==> src/oled_params.svh <==
`ifndef OLED_PARAMS_SVH
`define OLED_PARAMS_SVH

// bus address and control bytes
`define OLED_I2C_ADDR 7'h3C
`define OLED_CTRL_CMD 8'h00
`define OLED_CTRL_DATA 8'h40

// stream lengths
`define OLED_INIT_LEN 32
`define OLED_FRAME_BYTES 512
`define OLED_IDX_W 9

// game inputs
`define OLED_LIFE_W 7
`define OLED_SEL_W 2

// life above HALFn shows n half hearts
`define OLED_LIFE_HALF1 0
`define OLED_LIFE_HALF2 16
`define OLED_LIFE_HALF3 33
`define OLED_LIFE_HALF4 50
`define OLED_LIFE_HALF5 67
`define OLED_LIFE_HALF6 83

// hearts on the bottom page
`define OLED_HEART_BASE 483
`define OLED_HEART_PITCH 9
`define OLED_HEART_W 7
`define OLED_HEART_HALF_W 4
`define OLED_HEART_COUNT 3

// icon row underline, bit 3 of page 1
`define OLED_BAR_LO 128
`define OLED_BAR_HI 255
`define OLED_SEL0_LO 138
`define OLED_SEL0_HI 148
`define OLED_SEL1_LO 159
`define OLED_SEL1_HI 185
`define OLED_SEL2_LO 195
`define OLED_SEL2_HI 222
`define OLED_SEL3_LO 234
`define OLED_SEL3_HI 244

`endif
==> src/oled_pkg.sv <==
`default_nettype none

package oled_pkg;

    // sequencer phase
    typedef enum logic [1:0] {
        PH_IDLE  = 2'd0,
        PH_INIT  = 2'd1,
        PH_FRAME = 2'd2
    } oled_phase_t;

    // byte kind, selects the control byte
    typedef enum logic {
        KIND_CMD  = 1'b0,
        KIND_DATA = 1'b1
    } oled_kind_t;

endpackage

`default_nettype wire

==> src/oled_pixel_if.sv <==
`timescale 1ns/1ps
`default_nettype none

`include "oled_params.svh"

// resolved payload, frame buffer to formatter
interface oled_pixel_if;

    logic                   valid;
    oled_pkg::oled_kind_t   kind;
    logic [`OLED_IDX_W-1:0] index;
    // bitmap byte after overlays, zero for commands
    logic [7:0]             data;
    logic                   last;

    modport producer (output valid, kind, index, data, last);
    modport consumer (input valid, kind, index, data, last);

endinterface

`default_nettype wire

==> src/oled_slot_if.sv <==
`timescale 1ns/1ps
`default_nettype none

`include "oled_params.svh"

// one byte slot, sequencer to frame buffer
interface oled_slot_if;

    logic                   valid;
    oled_pkg::oled_kind_t   kind;
    logic [`OLED_IDX_W-1:0] index;
    // frame index 511
    logic                   last;

    modport producer (output valid, kind, index, last);
    modport consumer (input valid, kind, index, last);

endinterface

`default_nettype wire

==> src/oled_stream_top.sv <==
`timescale 1ns/1ps
`default_nettype none

`include "oled_params.svh"

module oled_stream_top (
    input  logic                    clk,
    input  logic                    reset,
    input  logic                    frame_start,
    input  logic                    byte_req,
    input  logic [`OLED_LIFE_W-1:0] life,
    input  logic [`OLED_SEL_W-1:0]  sel,
    input  logic                    load_we,
    input  logic [`OLED_IDX_W-1:0]  load_addr,
    input  logic [7:0]              load_data,
    output logic                    byte_valid,
    output logic [6:0]              byte_addr,
    output logic                    byte_rw,
    output logic [7:0]              byte_control,
    output logic [7:0]              byte_data,
    output logic                    byte_continue,
    output logic                    frame_done
);

    oled_slot_if  slot_bus ();
    oled_pixel_if pixel_bus ();

    // request to slot
    oled_sequencer oled_sequencer_inst (
        .clk         (clk),
        .reset       (reset),
        .frame_start (frame_start),
        .byte_req    (byte_req),
        .slot        (slot_bus.producer)
    );

    // slot to payload with game overlays
    oled_frame_buffer oled_frame_buffer_inst (
        .clk       (clk),
        .reset     (reset),
        .load_we   (load_we),
        .load_addr (load_addr),
        .load_data (load_data),
        .life      (life),
        .sel       (sel),
        .slot      (slot_bus.consumer),
        .pixel     (pixel_bus.producer)
    );

    oled_i2c_formatter oled_i2c_formatter_inst (
        .clk           (clk),
        .reset         (reset),
        .pixel         (pixel_bus.consumer),
        .byte_valid    (byte_valid),
        .byte_addr     (byte_addr),
        .byte_rw       (byte_rw),
        .byte_control  (byte_control),
        .byte_data     (byte_data),
        .byte_continue (byte_continue),
        .frame_done    (frame_done)
    );

endmodule

`default_nettype wire

==> src/oled_i2c_formatter.sv <==
`timescale 1ns/1ps
`default_nettype none

`include "oled_params.svh"

module oled_i2c_formatter (
    input  logic           clk,
    input  logic           reset,
    oled_pixel_if.consumer pixel,
    output logic           byte_valid,
    output logic [6:0]     byte_addr,
    output logic           byte_rw,
    output logic [7:0]     byte_control,
    output logic [7:0]     byte_data,
    output logic           byte_continue,
    output logic           frame_done
);

    // {command byte, continuation flag}
    logic [8:0] init_entry;

    always_comb begin
        case (pixel.index[4:0])
            5'd0:  init_entry = {8'hAE, 1'b1};
            5'd1:  init_entry = {8'hD5, 1'b1};
            5'd2:  init_entry = {8'h80, 1'b1};
            5'd3:  init_entry = {8'hA8, 1'b0};
            5'd4:  init_entry = {8'h1F, 1'b0};
            5'd5:  init_entry = {8'hD3, 1'b1};
            5'd6:  init_entry = {8'h00, 1'b1};
            5'd7:  init_entry = {8'h40, 1'b1};
            5'd8:  init_entry = {8'h8D, 1'b0};
            5'd9:  init_entry = {8'h14, 1'b0};
            // horizontal addressing, remap and scan direction
            5'd10: init_entry = {8'h20, 1'b1};
            5'd11: init_entry = {8'h00, 1'b1};
            5'd12: init_entry = {8'hA1, 1'b1};
            5'd13: init_entry = {8'hC8, 1'b0};
            5'd14: init_entry = {8'hDA, 1'b0};
            5'd15: init_entry = {8'h02, 1'b0};
            5'd16: init_entry = {8'h81, 1'b0};
            5'd17: init_entry = {8'h8F, 1'b0};
            5'd18: init_entry = {8'hD9, 1'b0};
            5'd19: init_entry = {8'hF1, 1'b0};
            5'd20: init_entry = {8'hDB, 1'b1};
            5'd21: init_entry = {8'h40, 1'b1};
            5'd22: init_entry = {8'hA4, 1'b1};
            5'd23: init_entry = {8'hA6, 1'b1};
            5'd24: init_entry = {8'h2E, 1'b1};
            5'd25: init_entry = {8'hAF, 1'b0};
            // page and column window for the frame
            5'd26: init_entry = {8'h22, 1'b1};
            5'd27: init_entry = {8'h00, 1'b1};
            5'd28: init_entry = {8'hFF, 1'b1};
            5'd29: init_entry = {8'h21, 1'b1};
            5'd30: init_entry = {8'h00, 1'b0};
            5'd31: init_entry = {8'h7F, 1'b0};
        endcase
    end

    always_ff @(posedge clk) begin
        if (reset) begin
            byte_valid <= 1'b0;
            frame_done <= 1'b0;
        end else begin
            byte_valid <= pixel.valid;
            frame_done <= pixel.valid && pixel.last;
        end
    end

    always_ff @(posedge clk) begin
        if (pixel.valid) begin
            byte_addr <= `OLED_I2C_ADDR;
            byte_rw   <= 1'b0;
            if (pixel.kind == oled_pkg::KIND_CMD) begin
                byte_control  <= `OLED_CTRL_CMD;
                byte_data     <= init_entry[8:1];
                byte_continue <= init_entry[0];
            end else begin
                byte_control  <= `OLED_CTRL_DATA;
                byte_data     <= pixel.data;
                byte_continue <= 1'b0;
            end
        end
    end

endmodule

`default_nettype wire

==> src/oled_frame_buffer.sv <==
`timescale 1ns/1ps
`default_nettype none

`include "oled_params.svh"

module oled_frame_buffer (
    input  logic                   clk,
    input  logic                   reset,
    input  logic                   load_we,
    input  logic [`OLED_IDX_W-1:0] load_addr,
    input  logic [7:0]             load_data,
    input  logic [`OLED_LIFE_W-1:0] life,
    input  logic [`OLED_SEL_W-1:0] sel,
    oled_slot_if.consumer          slot,
    oled_pixel_if.producer         pixel
);

    logic [7:0]             mem [0:`OLED_FRAME_BYTES-1];
    logic [7:0]             raw_byte;
    logic [2:0]             half_hearts;
    logic [`OLED_IDX_W-1:0] heart_rel;
    logic [`OLED_IDX_W-1:0] bar_lo;
    logic [`OLED_IDX_W-1:0] bar_hi;
    logic [7:0]             shown_byte;

    function automatic logic [7:0] heart_col(input logic [2:0] col);
        case (col)
            3'd0: heart_col = 8'h0E;
            3'd1: heart_col = 8'h1D;
            3'd2: heart_col = 8'h3F;
            3'd3: heart_col = 8'h7E;
            3'd4: heart_col = 8'h3F;
            3'd5: heart_col = 8'h1F;
            3'd6: heart_col = 8'h0E;
            default: heart_col = 8'h00;
        endcase
    endfunction

    // host port, a same-cycle read sees the old byte
    always_ff @(posedge clk) begin
        if (load_we) begin
            mem[load_addr] <= load_data;
        end
    end

    always_ff @(posedge clk) begin
        if (slot.valid && slot.kind == oled_pkg::KIND_DATA) begin
            raw_byte <= mem[slot.index];
        end
    end

    always_ff @(posedge clk) begin
        if (reset) begin
            pixel.valid <= 1'b0;
        end else begin
            pixel.valid <= slot.valid;
        end
    end

    always_ff @(posedge clk) begin
        if (slot.valid) begin
            pixel.kind  <= slot.kind;
            pixel.index <= slot.index;
            pixel.last  <= slot.last;
        end
    end

    // life to half hearts, anything past 100 stays at 6
    always_comb begin
        if (life > `OLED_LIFE_HALF6) half_hearts = 3'd6;
        else if (life > `OLED_LIFE_HALF5) half_hearts = 3'd5;
        else if (life > `OLED_LIFE_HALF4) half_hearts = 3'd4;
        else if (life > `OLED_LIFE_HALF3) half_hearts = 3'd3;
        else if (life > `OLED_LIFE_HALF2) half_hearts = 3'd2;
        else if (life > `OLED_LIFE_HALF1) half_hearts = 3'd1;
        else half_hearts = 3'd0;
    end

    always_comb begin
        case (sel)
            2'd0: begin
                bar_lo = `OLED_IDX_W'(`OLED_SEL0_LO);
                bar_hi = `OLED_IDX_W'(`OLED_SEL0_HI);
            end
            2'd1: begin
                bar_lo = `OLED_IDX_W'(`OLED_SEL1_LO);
                bar_hi = `OLED_IDX_W'(`OLED_SEL1_HI);
            end
            2'd2: begin
                bar_lo = `OLED_IDX_W'(`OLED_SEL2_LO);
                bar_hi = `OLED_IDX_W'(`OLED_SEL2_HI);
            end
            default: begin
                bar_lo = `OLED_IDX_W'(`OLED_SEL3_LO);
                bar_hi = `OLED_IDX_W'(`OLED_SEL3_HI);
            end
        endcase
    end

    always_comb begin
        shown_byte = raw_byte;
        heart_rel  = '0;
        for (int k = 0; k < `OLED_HEART_COUNT; k++) begin
            // wraps high below the slot, so one compare bounds both sides
            heart_rel = pixel.index
                      - `OLED_IDX_W'(`OLED_HEART_BASE + k * `OLED_HEART_PITCH);
            if (heart_rel < `OLED_HEART_W) begin
                if (half_hearts >= 2 * k + 2) begin
                    shown_byte = heart_col(heart_rel[2:0]);
                end else if (half_hearts == 2 * k + 1 && heart_rel < `OLED_HEART_HALF_W) begin
                    shown_byte = heart_col(heart_rel[2:0]);
                end else begin
                    shown_byte = 8'h00;
                end
            end
        end
        if (pixel.index >= `OLED_BAR_LO && pixel.index <= `OLED_BAR_HI) begin
            shown_byte[3] = (pixel.index >= bar_lo) && (pixel.index <= bar_hi);
        end
    end

    assign pixel.data = (pixel.kind == oled_pkg::KIND_DATA) ? shown_byte : 8'h00;

endmodule

`default_nettype wire

==> src/oled_sequencer.sv <==
`timescale 1ns/1ps
`default_nettype none

`include "oled_params.svh"

module oled_sequencer (
    input  logic          clk,
    input  logic          reset,
    input  logic          frame_start,
    input  logic          byte_req,
    oled_slot_if.producer slot
);

    localparam logic [`OLED_IDX_W-1:0] INIT_LAST = `OLED_IDX_W'(`OLED_INIT_LEN - 1);
    localparam logic [`OLED_IDX_W-1:0] FRAME_LAST = `OLED_IDX_W'(`OLED_FRAME_BYTES - 1);

    oled_pkg::oled_phase_t  phase;
    logic [`OLED_IDX_W-1:0] count;

    always_ff @(posedge clk) begin
        if (reset) begin
            phase <= oled_pkg::PH_IDLE;
            count <= '0;
        end else begin
            case (phase)
                oled_pkg::PH_IDLE: begin
                    if (frame_start) begin
                        phase <= oled_pkg::PH_INIT;
                        count <= '0;
                    end
                end
                oled_pkg::PH_INIT: begin
                    if (byte_req) begin
                        if (count == INIT_LAST) begin
                            phase <= oled_pkg::PH_FRAME;
                            count <= '0;
                        end else begin
                            count <= count + 1'b1;
                        end
                    end
                end
                oled_pkg::PH_FRAME: begin
                    if (byte_req) begin
                        if (count == FRAME_LAST) begin
                            phase <= oled_pkg::PH_IDLE;
                            count <= '0;
                        end else begin
                            count <= count + 1'b1;
                        end
                    end
                end
                default: begin
                    phase <= oled_pkg::PH_IDLE;
                end
            endcase
        end
    end

    // requests in idle are dropped
    always_ff @(posedge clk) begin
        if (reset) begin
            slot.valid <= 1'b0;
        end else begin
            slot.valid <= byte_req && (phase != oled_pkg::PH_IDLE);
        end
    end

    always_ff @(posedge clk) begin
        if (byte_req) begin
            slot.kind  <= (phase == oled_pkg::PH_FRAME) ? oled_pkg::KIND_DATA
                                                        : oled_pkg::KIND_CMD;
            slot.index <= count;
            slot.last  <= (phase == oled_pkg::PH_FRAME) && (count == FRAME_LAST);
        end
    end

endmodule

`default_nettype wire

==> config.mk <==
export PLATFORM = sky130hd
export DESIGN_NAME = oled_stream_top
export DESIGN_NICKNAME = d
export VERILOG_FILES = /design/src/oled_pkg.sv /design/src/oled_pixel_if.sv /design/src/oled_slot_if.sv /design/src/oled_stream_top.sv /design/src/oled_i2c_formatter.sv /design/src/oled_frame_buffer.sv /design/src/oled_sequencer.sv
export VERILOG_INCLUDE_DIRS = /design/src
export SDC_FILE = /design/constraint.sdc
export NUM_CORES = 2
export LEC_CHECK = 0
export BUFFER_PORTS_ARGS = -buffer_cell sky130_fd_sc_hd__buf_2
export CAP_MARGIN = 25
export CORE_UTILIZATION = 37
export CTS_BUF_LIST = sky130_fd_sc_hd__clkbuf_4 sky130_fd_sc_hd__clkbuf_8 sky130_fd_sc_hd__clkbuf_16
export DETAILED_ROUTE_END_ITERATION = 8
export SYNTH_ARGS = -nofsm -noshare
export SYNTH_HDL_FRONTEND = slang
export SYNTH_MEMORY_MAX_BITS = 65536
export SYNTH_SLANG_ARGS = --single-unit
export TNS_END_PERCENT = 1
==> constraint.sdc <==
create_clock -name clk -period 3.92 [get_ports clk]
set_input_delay 0.784 -clock clk [delete_from_list [all_inputs] [get_ports clk]]
set_output_delay 0.784 -clock clk [all_outputs]
set_load 0.005 [all_outputs]
Word level (Yosys, flattened, before mapping)
Memory sizes are Yosys's and may differ from the RTL's. A register that Yosys moved wholly into a read port is not among the register bits.
Cells that the tools add are included.
{"block": "totals", "regBits": 54, "ram_bits": 4096, "mem_bits_ro": 288, "inputBits": 31, "out_inout_bits": 27, "wordCells": 135, "mem_count": 2}
{"name": "oled_frame_buffer_inst.mem", "depth": 512, "word_bits": 8, "rd": 1, "rd_ports_with_merged_regs": 1, "wr": 1, "line_no": "oled_frame_buffer.sv:18", "source": "logic [7:0] mem [0:`OLED_FRAME_BYTES-1];"}
{"name": "(name not given)", "depth": 32, "word_bits": 9, "rd": 1, "rd_ports_with_merged_regs": 1, "wr": 0, "line_no": "oled_i2c_formatter.sv:23", "source": "case (pixel.index[4:0])"}
{"block": "op_classes", "addsub": 4, "n_lt_le_gt_ge": 19, "eq_ne": 32, "muxes": 39, "n_reduce_logical": 24}
{"operator": "$pmux W7 S5", "count": 3}
{"operator": "$mux W8", "count": 7}
{"operator": "$lt A9 B3 Y1 const B", "count": 6}
{"operator": "$mux W9", "count": 5}
{"operator": "$pmux W7 S3", "count": 2}
{"operator": "$eq A3 B3 Y1 const B", "count": 10}
{"operator": "$mux W7", "count": 4}
{"operator": "$pmux W9 S3", "count": 1}
{"operator": "$sub A9 B9 Y9 const B", "count": 3}
{"operator": "$eq A3 B2 Y1 const B", "count": 7}
{"operator": "$mux W3", "count": 5}
{"operator": "$gt A7 B6 Y1 const B", "count": 2}
{"operator": "$gt A7 B7 Y1 const B", "count": 2}
{"operator": "$eq A3 B1 Y1 const B", "count": 4}
{"operator": "$reduce_or A2 Y1", "count": 6}
{"operator": "$mux W2", "count": 5}
{"operator": "$add A9 B1 Y9 const B", "count": 1}
{"operator": "$eq A9 B5 Y1 const B", "count": 1}
{"operator": "$eq A9 B9 Y1 const B", "count": 1}
{"operator": "$ge A9 B8 Y1", "count": 1}
{"operator": "$ge A9 B8 Y1 const B", "count": 1}
{"operator": "$le A9 B8 Y1", "count": 1}
{"operator": "$le A9 B8 Y1 const B", "count": 1}
{"operator": "$logic_and A1 B1 Y1", "count": 9}
{"operator": "other kinds (17)", "count": 30}

Longest topological paths before layout
{"block": "logic_depth", "word_depth": 16, "ltp_mapped": 16, "ltp_nobuf": 11}

By module
From an unflattened synthesis, not the netlist that was laid out.
{"block": "hier_totals", "cells_unflattened": 8516, "area_unflattened_um2": 164380.2}
{"mod": "oled_frame_buffer", "instances": 1, "cells_each": 8277, "area_each_um2": 162103.0}
{"mod": "oled_i2c_formatter", "instances": 1, "cells_each": 137, "area_each_um2": 1181.1}
{"mod": "oled_sequencer", "instances": 1, "cells_each": 102, "area_each_um2": 1096.1}

Worst setup path after synthesis
Ideal clock, no wire load.
{"block": "synth_path", "kind": "reg2reg", "from": "reg oled_sequencer_inst.slot.index[0]", "to": "reg oled_i2c_formatter_inst.init_entry[4] (netlist name)", "arrival_time_ns": 2.915, "required_ns": 3.861, "slack_ns": 0.946, "stages_incl_launch_ff": 17, "path_buffers": 7, "synth_period_minus_slack_ns": 2.974, "path_cell_list": "edfxtp_1 > buf_6 > buf_6 > buf_6 > buf_4 > buf_4 > buf_2 > nand2_1 > o21ai_0 > inv_1 > ha_1 > clkbuf_1 > a211oi_1 > a31oi_1 > nand2_1 > o21ai_0 > o31a_1"}
{"block": "synth_between", "elab_chain_len": 1}
{"item": "start, declared", "line_no": "oled_slot_if.sv:15", "source": "modport producer (output valid, kind, index, last);"}
{"item": "start signal, assigned", "line_no": "oled_sequencer.sv:72", "source": "slot.index <= count;"}
{"item": "$mux W5 (no source line)"}
Every way passes these cells.
A chain may end at the register's enable or synchronous reset.

==> impl_metrics.tcl <==
set metrics [dict create \
    overflow 0 \
    worst-path-buf-inv 4 \
    syn_inst 8463 \
    power_mw 97.25 \
    hold_start "reset" \
    ant_nets 0 \
    antenna_found_initial 35 \
    die_w_um 668.3 \
    place.gp.congestion 0.9132 \
    wl_per_cell_um 29.22 \
    fin_crit_sh_pct 102.9 \
    layout.cells.non_filler 15282 \
    grt_pass1_wl_um 635700 \
    hpwlAfterDp_um 286600 \
    setup_violations 4 \
    first_pass_iters 8 \
    vdd_drop_max_mv 0.3995 \
    clock-sinks 4160 \
    dp.cells 14539 \
    critical-path-slowest-cell "edfxtp_1" \
    pwr_density_cell_nw_per_um2 514.3 \
    grt_pass1_vias 86362 \
    rsz0062_at_grt "yes" \
    yosysSeqAreaShare_pct 75.90 \
    intPower_mw 75.10 \
    initial_core_util_pct 37.18 \
    cp-end-kind "register" \
    num-fill-cells 37875 \
    yosys.area.top_type "edfxtp_1" \
    dp_slack_ns -0.2480 \
    cp.required_ns 4.67 \
    drt_iter0_drc 10470 \
    r2r-start "oled_sequencer_inst.slot.index[4]$_DFFE_PP_" \
    critPathKind "reg -> reg" \
    cts-root-buf "clkbuf_16" \
    synthArstFlopShare_pct 0 \
    syn_avg_cell_area_um2 19.41 \
    core_um2 441800 \
    drc_errors 14 \
    drv_slew 0 \
    numCtsBuffers 399 \
    ys.flop_type "edfxtp_1" \
    crit_arrival_ns 4.79 \
    worstPathCellList "inv_8 -> buf_4 -> nand2_1 -> buf_4 -> a22oi_1 -> nor4_1 -> nand4_1 -> nand4_1 -> buf_4 -> and4_1" \
    syn2layout_area_growth_pct 15.12 \
    max_clock_freq_mhz 248.0 \
    vias 86590 \
    final_nets 9113 \
    routed_wl_um 446600 \
    final_cell_mix "edfxtp_1, mux4_2, mux2i_1" \
    mostFrequentLayoutCell "edfxtp_1" \
    cts_tree "yes" \
    skew_ns 0.04535 \
    vias_per_cell 5.666 \
    hold_violations 0 \
    p_sw_mw 22.16 \
    ys_top_cells_by_area "edfxtp_1, mux4_2, mux2i_1, nor2_1, o221ai_1" \
    critPathMaxStageDelay_ns 0.55 \
    synth-edff-count 4136 \
    clockPowerShare_pct 40.3 \
    io_buffers 42 \
    violations "DRC, setup timing" \
    startpoint "oled_sequencer_inst.slot.index[4]$_DFFE_PP_" \
    io-pin-count 58 \
    die_h_um 668.3 \
    critPathMostFrequentCell "buf_4" \
    ys_ff_latch 4160 \
    num_rows 244 \
    postPlaceCellArea_um2 175700 \
    grt_util_all_layers_pct 19.58 \
    cp_top_family "buffers and inverters" \
    max-slew-margin-rel_pct 26.48 \
    netlist_area_um2 164300 \
    max_cap_viol_count 0 \
    max_slew.worst_pin.slew_ns 1.103 \
    clk_pin_slew_ns 0.06 \
    finalCriticalPeriod_ns 4.032 \
    status "complete, but fails checks" \
    die_area_um2 446600 \
    pwr-share-seq_pct 50.6 \
    ys_types 80 \
    final_util_pct 42.81 \
    fin_tns_setup_ns -0.3451 \
    yosys_warnings 0 \
    htreeDepth 5 \
    cts_buffer_depth 4 \
    min_path_type "in -> reg" \
    crit_path_start_kind "register" \
    finalWorstSetupSlack_ns -0.1122 \
    fin_area_um2 189100 \
    clk_latency_ns 1.01 \
    hold_slack_ns 0.1044 \
    holdBufCountCts 0 \
    switching_share_pct 22.78 \
    crit_path_max_fanout 78 \
    grt_max_degree 111 \
    synth_top_area_share_pct 75.61 \
    leakagePower_nw 59.51 \
    comb_power_share_pct 9.1 \
    drive_above_1_share_pct 22.89 \
]
==> logic make-up (layout without fill, tap and decap cells) <==
logic type      after synthesis  count (layout)  share of synthesized area, %
compound gates              991             991                         4.255
xor+xnor                     11              11                       0.05865
fa+ha+maj                    44              44                        0.3321
buf+inv                     581            1473                         1.949
flops                      4160            4160                         75.90
mux                        1416            1416                         14.04
other cells                   2              25                      0.004572
simple gates               1258            1258                         3.457
==> cells in the mapped netlist, types with 10 or more instances <==
library cell     n
a31oi_1         15
a21oi_1        145
mux2i_1        703
a2111oi_0       22
ha_1            42
o31ai_1         10
inv_1           25
nor3b_1         11
o21ai_1         17
nor2b_1         19
and2_1          36
buf_4           84
clkbuf_1       259
nand3_1         64
or2_2           18
nor3_1         137
nand4_1         32
buf_6           62
nor2_1         631
nand2b_1        19
nor4_1          44
a21o_1          11
a32oi_1         10
a211oi_1        45
or3_1           22
nand2_1        182
a22o_1          22
o221ai_1       237
edfxtp_1      4136
mux4_2         710
o21ai_0         94
o22ai_1        247
dfxtp_1         24
o32ai_1         24
buf_1           65
a22oi_1         29
buf_2           74
==> what timing repair did <==
action | 4_1_cts | 5_1_grt
setup endpoints to repair | 5 | 6
pin swaps | 1 | 1
gates resized for setup | 3 | 7
setup buffers | 3 | 0
==> power by group through the flow <==
stage / combinational [mW] / sequential, mW / clock, mW
after floorplan: 5.60 / 50.1 / 0
after global placement: 8.73 / 50.1 / 0
after detailed placement: 8.83 / 50.1 / 0
after CTS: 8.87 / 49.2 / 39.8
after global routing: 9.31 / 49.2 / 41.3
final: 8.85 / 49.2 / 39.2
==> sequential cells by signal, indices dropped and copies added, names as in the netlist <==
signal and flops:
oled_sequencer_inst.phase 2, oled_sequencer_inst.count 9, oled_sequencer_inst.slot.index 9, oled_frame_buffer_inst.mem 4096
oled_frame_buffer_inst.pixel.valid 1, oled_i2c_formatter_inst.byte_valid 1, oled_i2c_formatter_inst.frame_done 1, oled_frame_buffer_inst.pixel.index 9
oled_i2c_formatter_inst.byte_continue 1, oled_frame_buffer_inst.pixel.last 1, oled_frame_buffer_inst.raw_byte 8, oled_i2c_formatter_inst.init_entry 9
oled_i2c_formatter_inst.byte_data 8, oled_sequencer_inst.slot.kind 1, oled_sequencer_inst.slot.valid 1, oled_frame_buffer_inst.pixel.kind 1
oled_i2c_formatter_inst.byte_control 1, oled_sequencer_inst.slot.last 1
==> final timing paths <==
check,depth (start not counted),slack [ns],to
min reg2reg,0,0.42,oled_frame_buffer_inst.pixel.last$_DFFE_PP_
max,10,-0.11,oled_frame_buffer_inst.raw_byte[5]$_DFFE_PP_
min,2,0.10,oled_frame_buffer_inst.pixel.valid$_SDFF_PP0_
max reg2reg,10,-0.11,oled_frame_buffer_inst.raw_byte[5]$_DFFE_PP_
==> layout make-up <==
class / instances / area [um2] / share of cell area (%)
clock inverter: 246 / 2634 / 1.393
multi-input combinational: 3735 / 36630 / 19.37
sequential: 4160 / 124700 / 65.93
timing repair buffer: 717 / 6947 / 3.674
clock buffer: 483 / 10690 / 5.651
tap: 5904 / 7387 / 3.906
antenna: 10 / 25.02 / 0.01323
inverter: 27 / 113.9 / 0.06021
==> worst reg2reg max path: stages, from the launching register on <==
cell	delay, ns
edfxtp_1	0.55
inv_8	0.51
buf_4	0.56
nand2_1	0.13
buf_4	0.24
a22oi_1	0.36
nor4_1	0.12
nand4_1	0.35
nand4_1	0.50
buf_4	0.30
and4_1	0.14
==> metal layers <==
layer	global-route usage [%]	vias to the layer above	wire length, um
met4	5.844	6	14690
met3	3.501	722	37330
met1	27.06	45726	181100
met5	0	-	44
met2	31.70	4020	213400
li1	-	36116	-
Power figures use the tool's default switching activity.
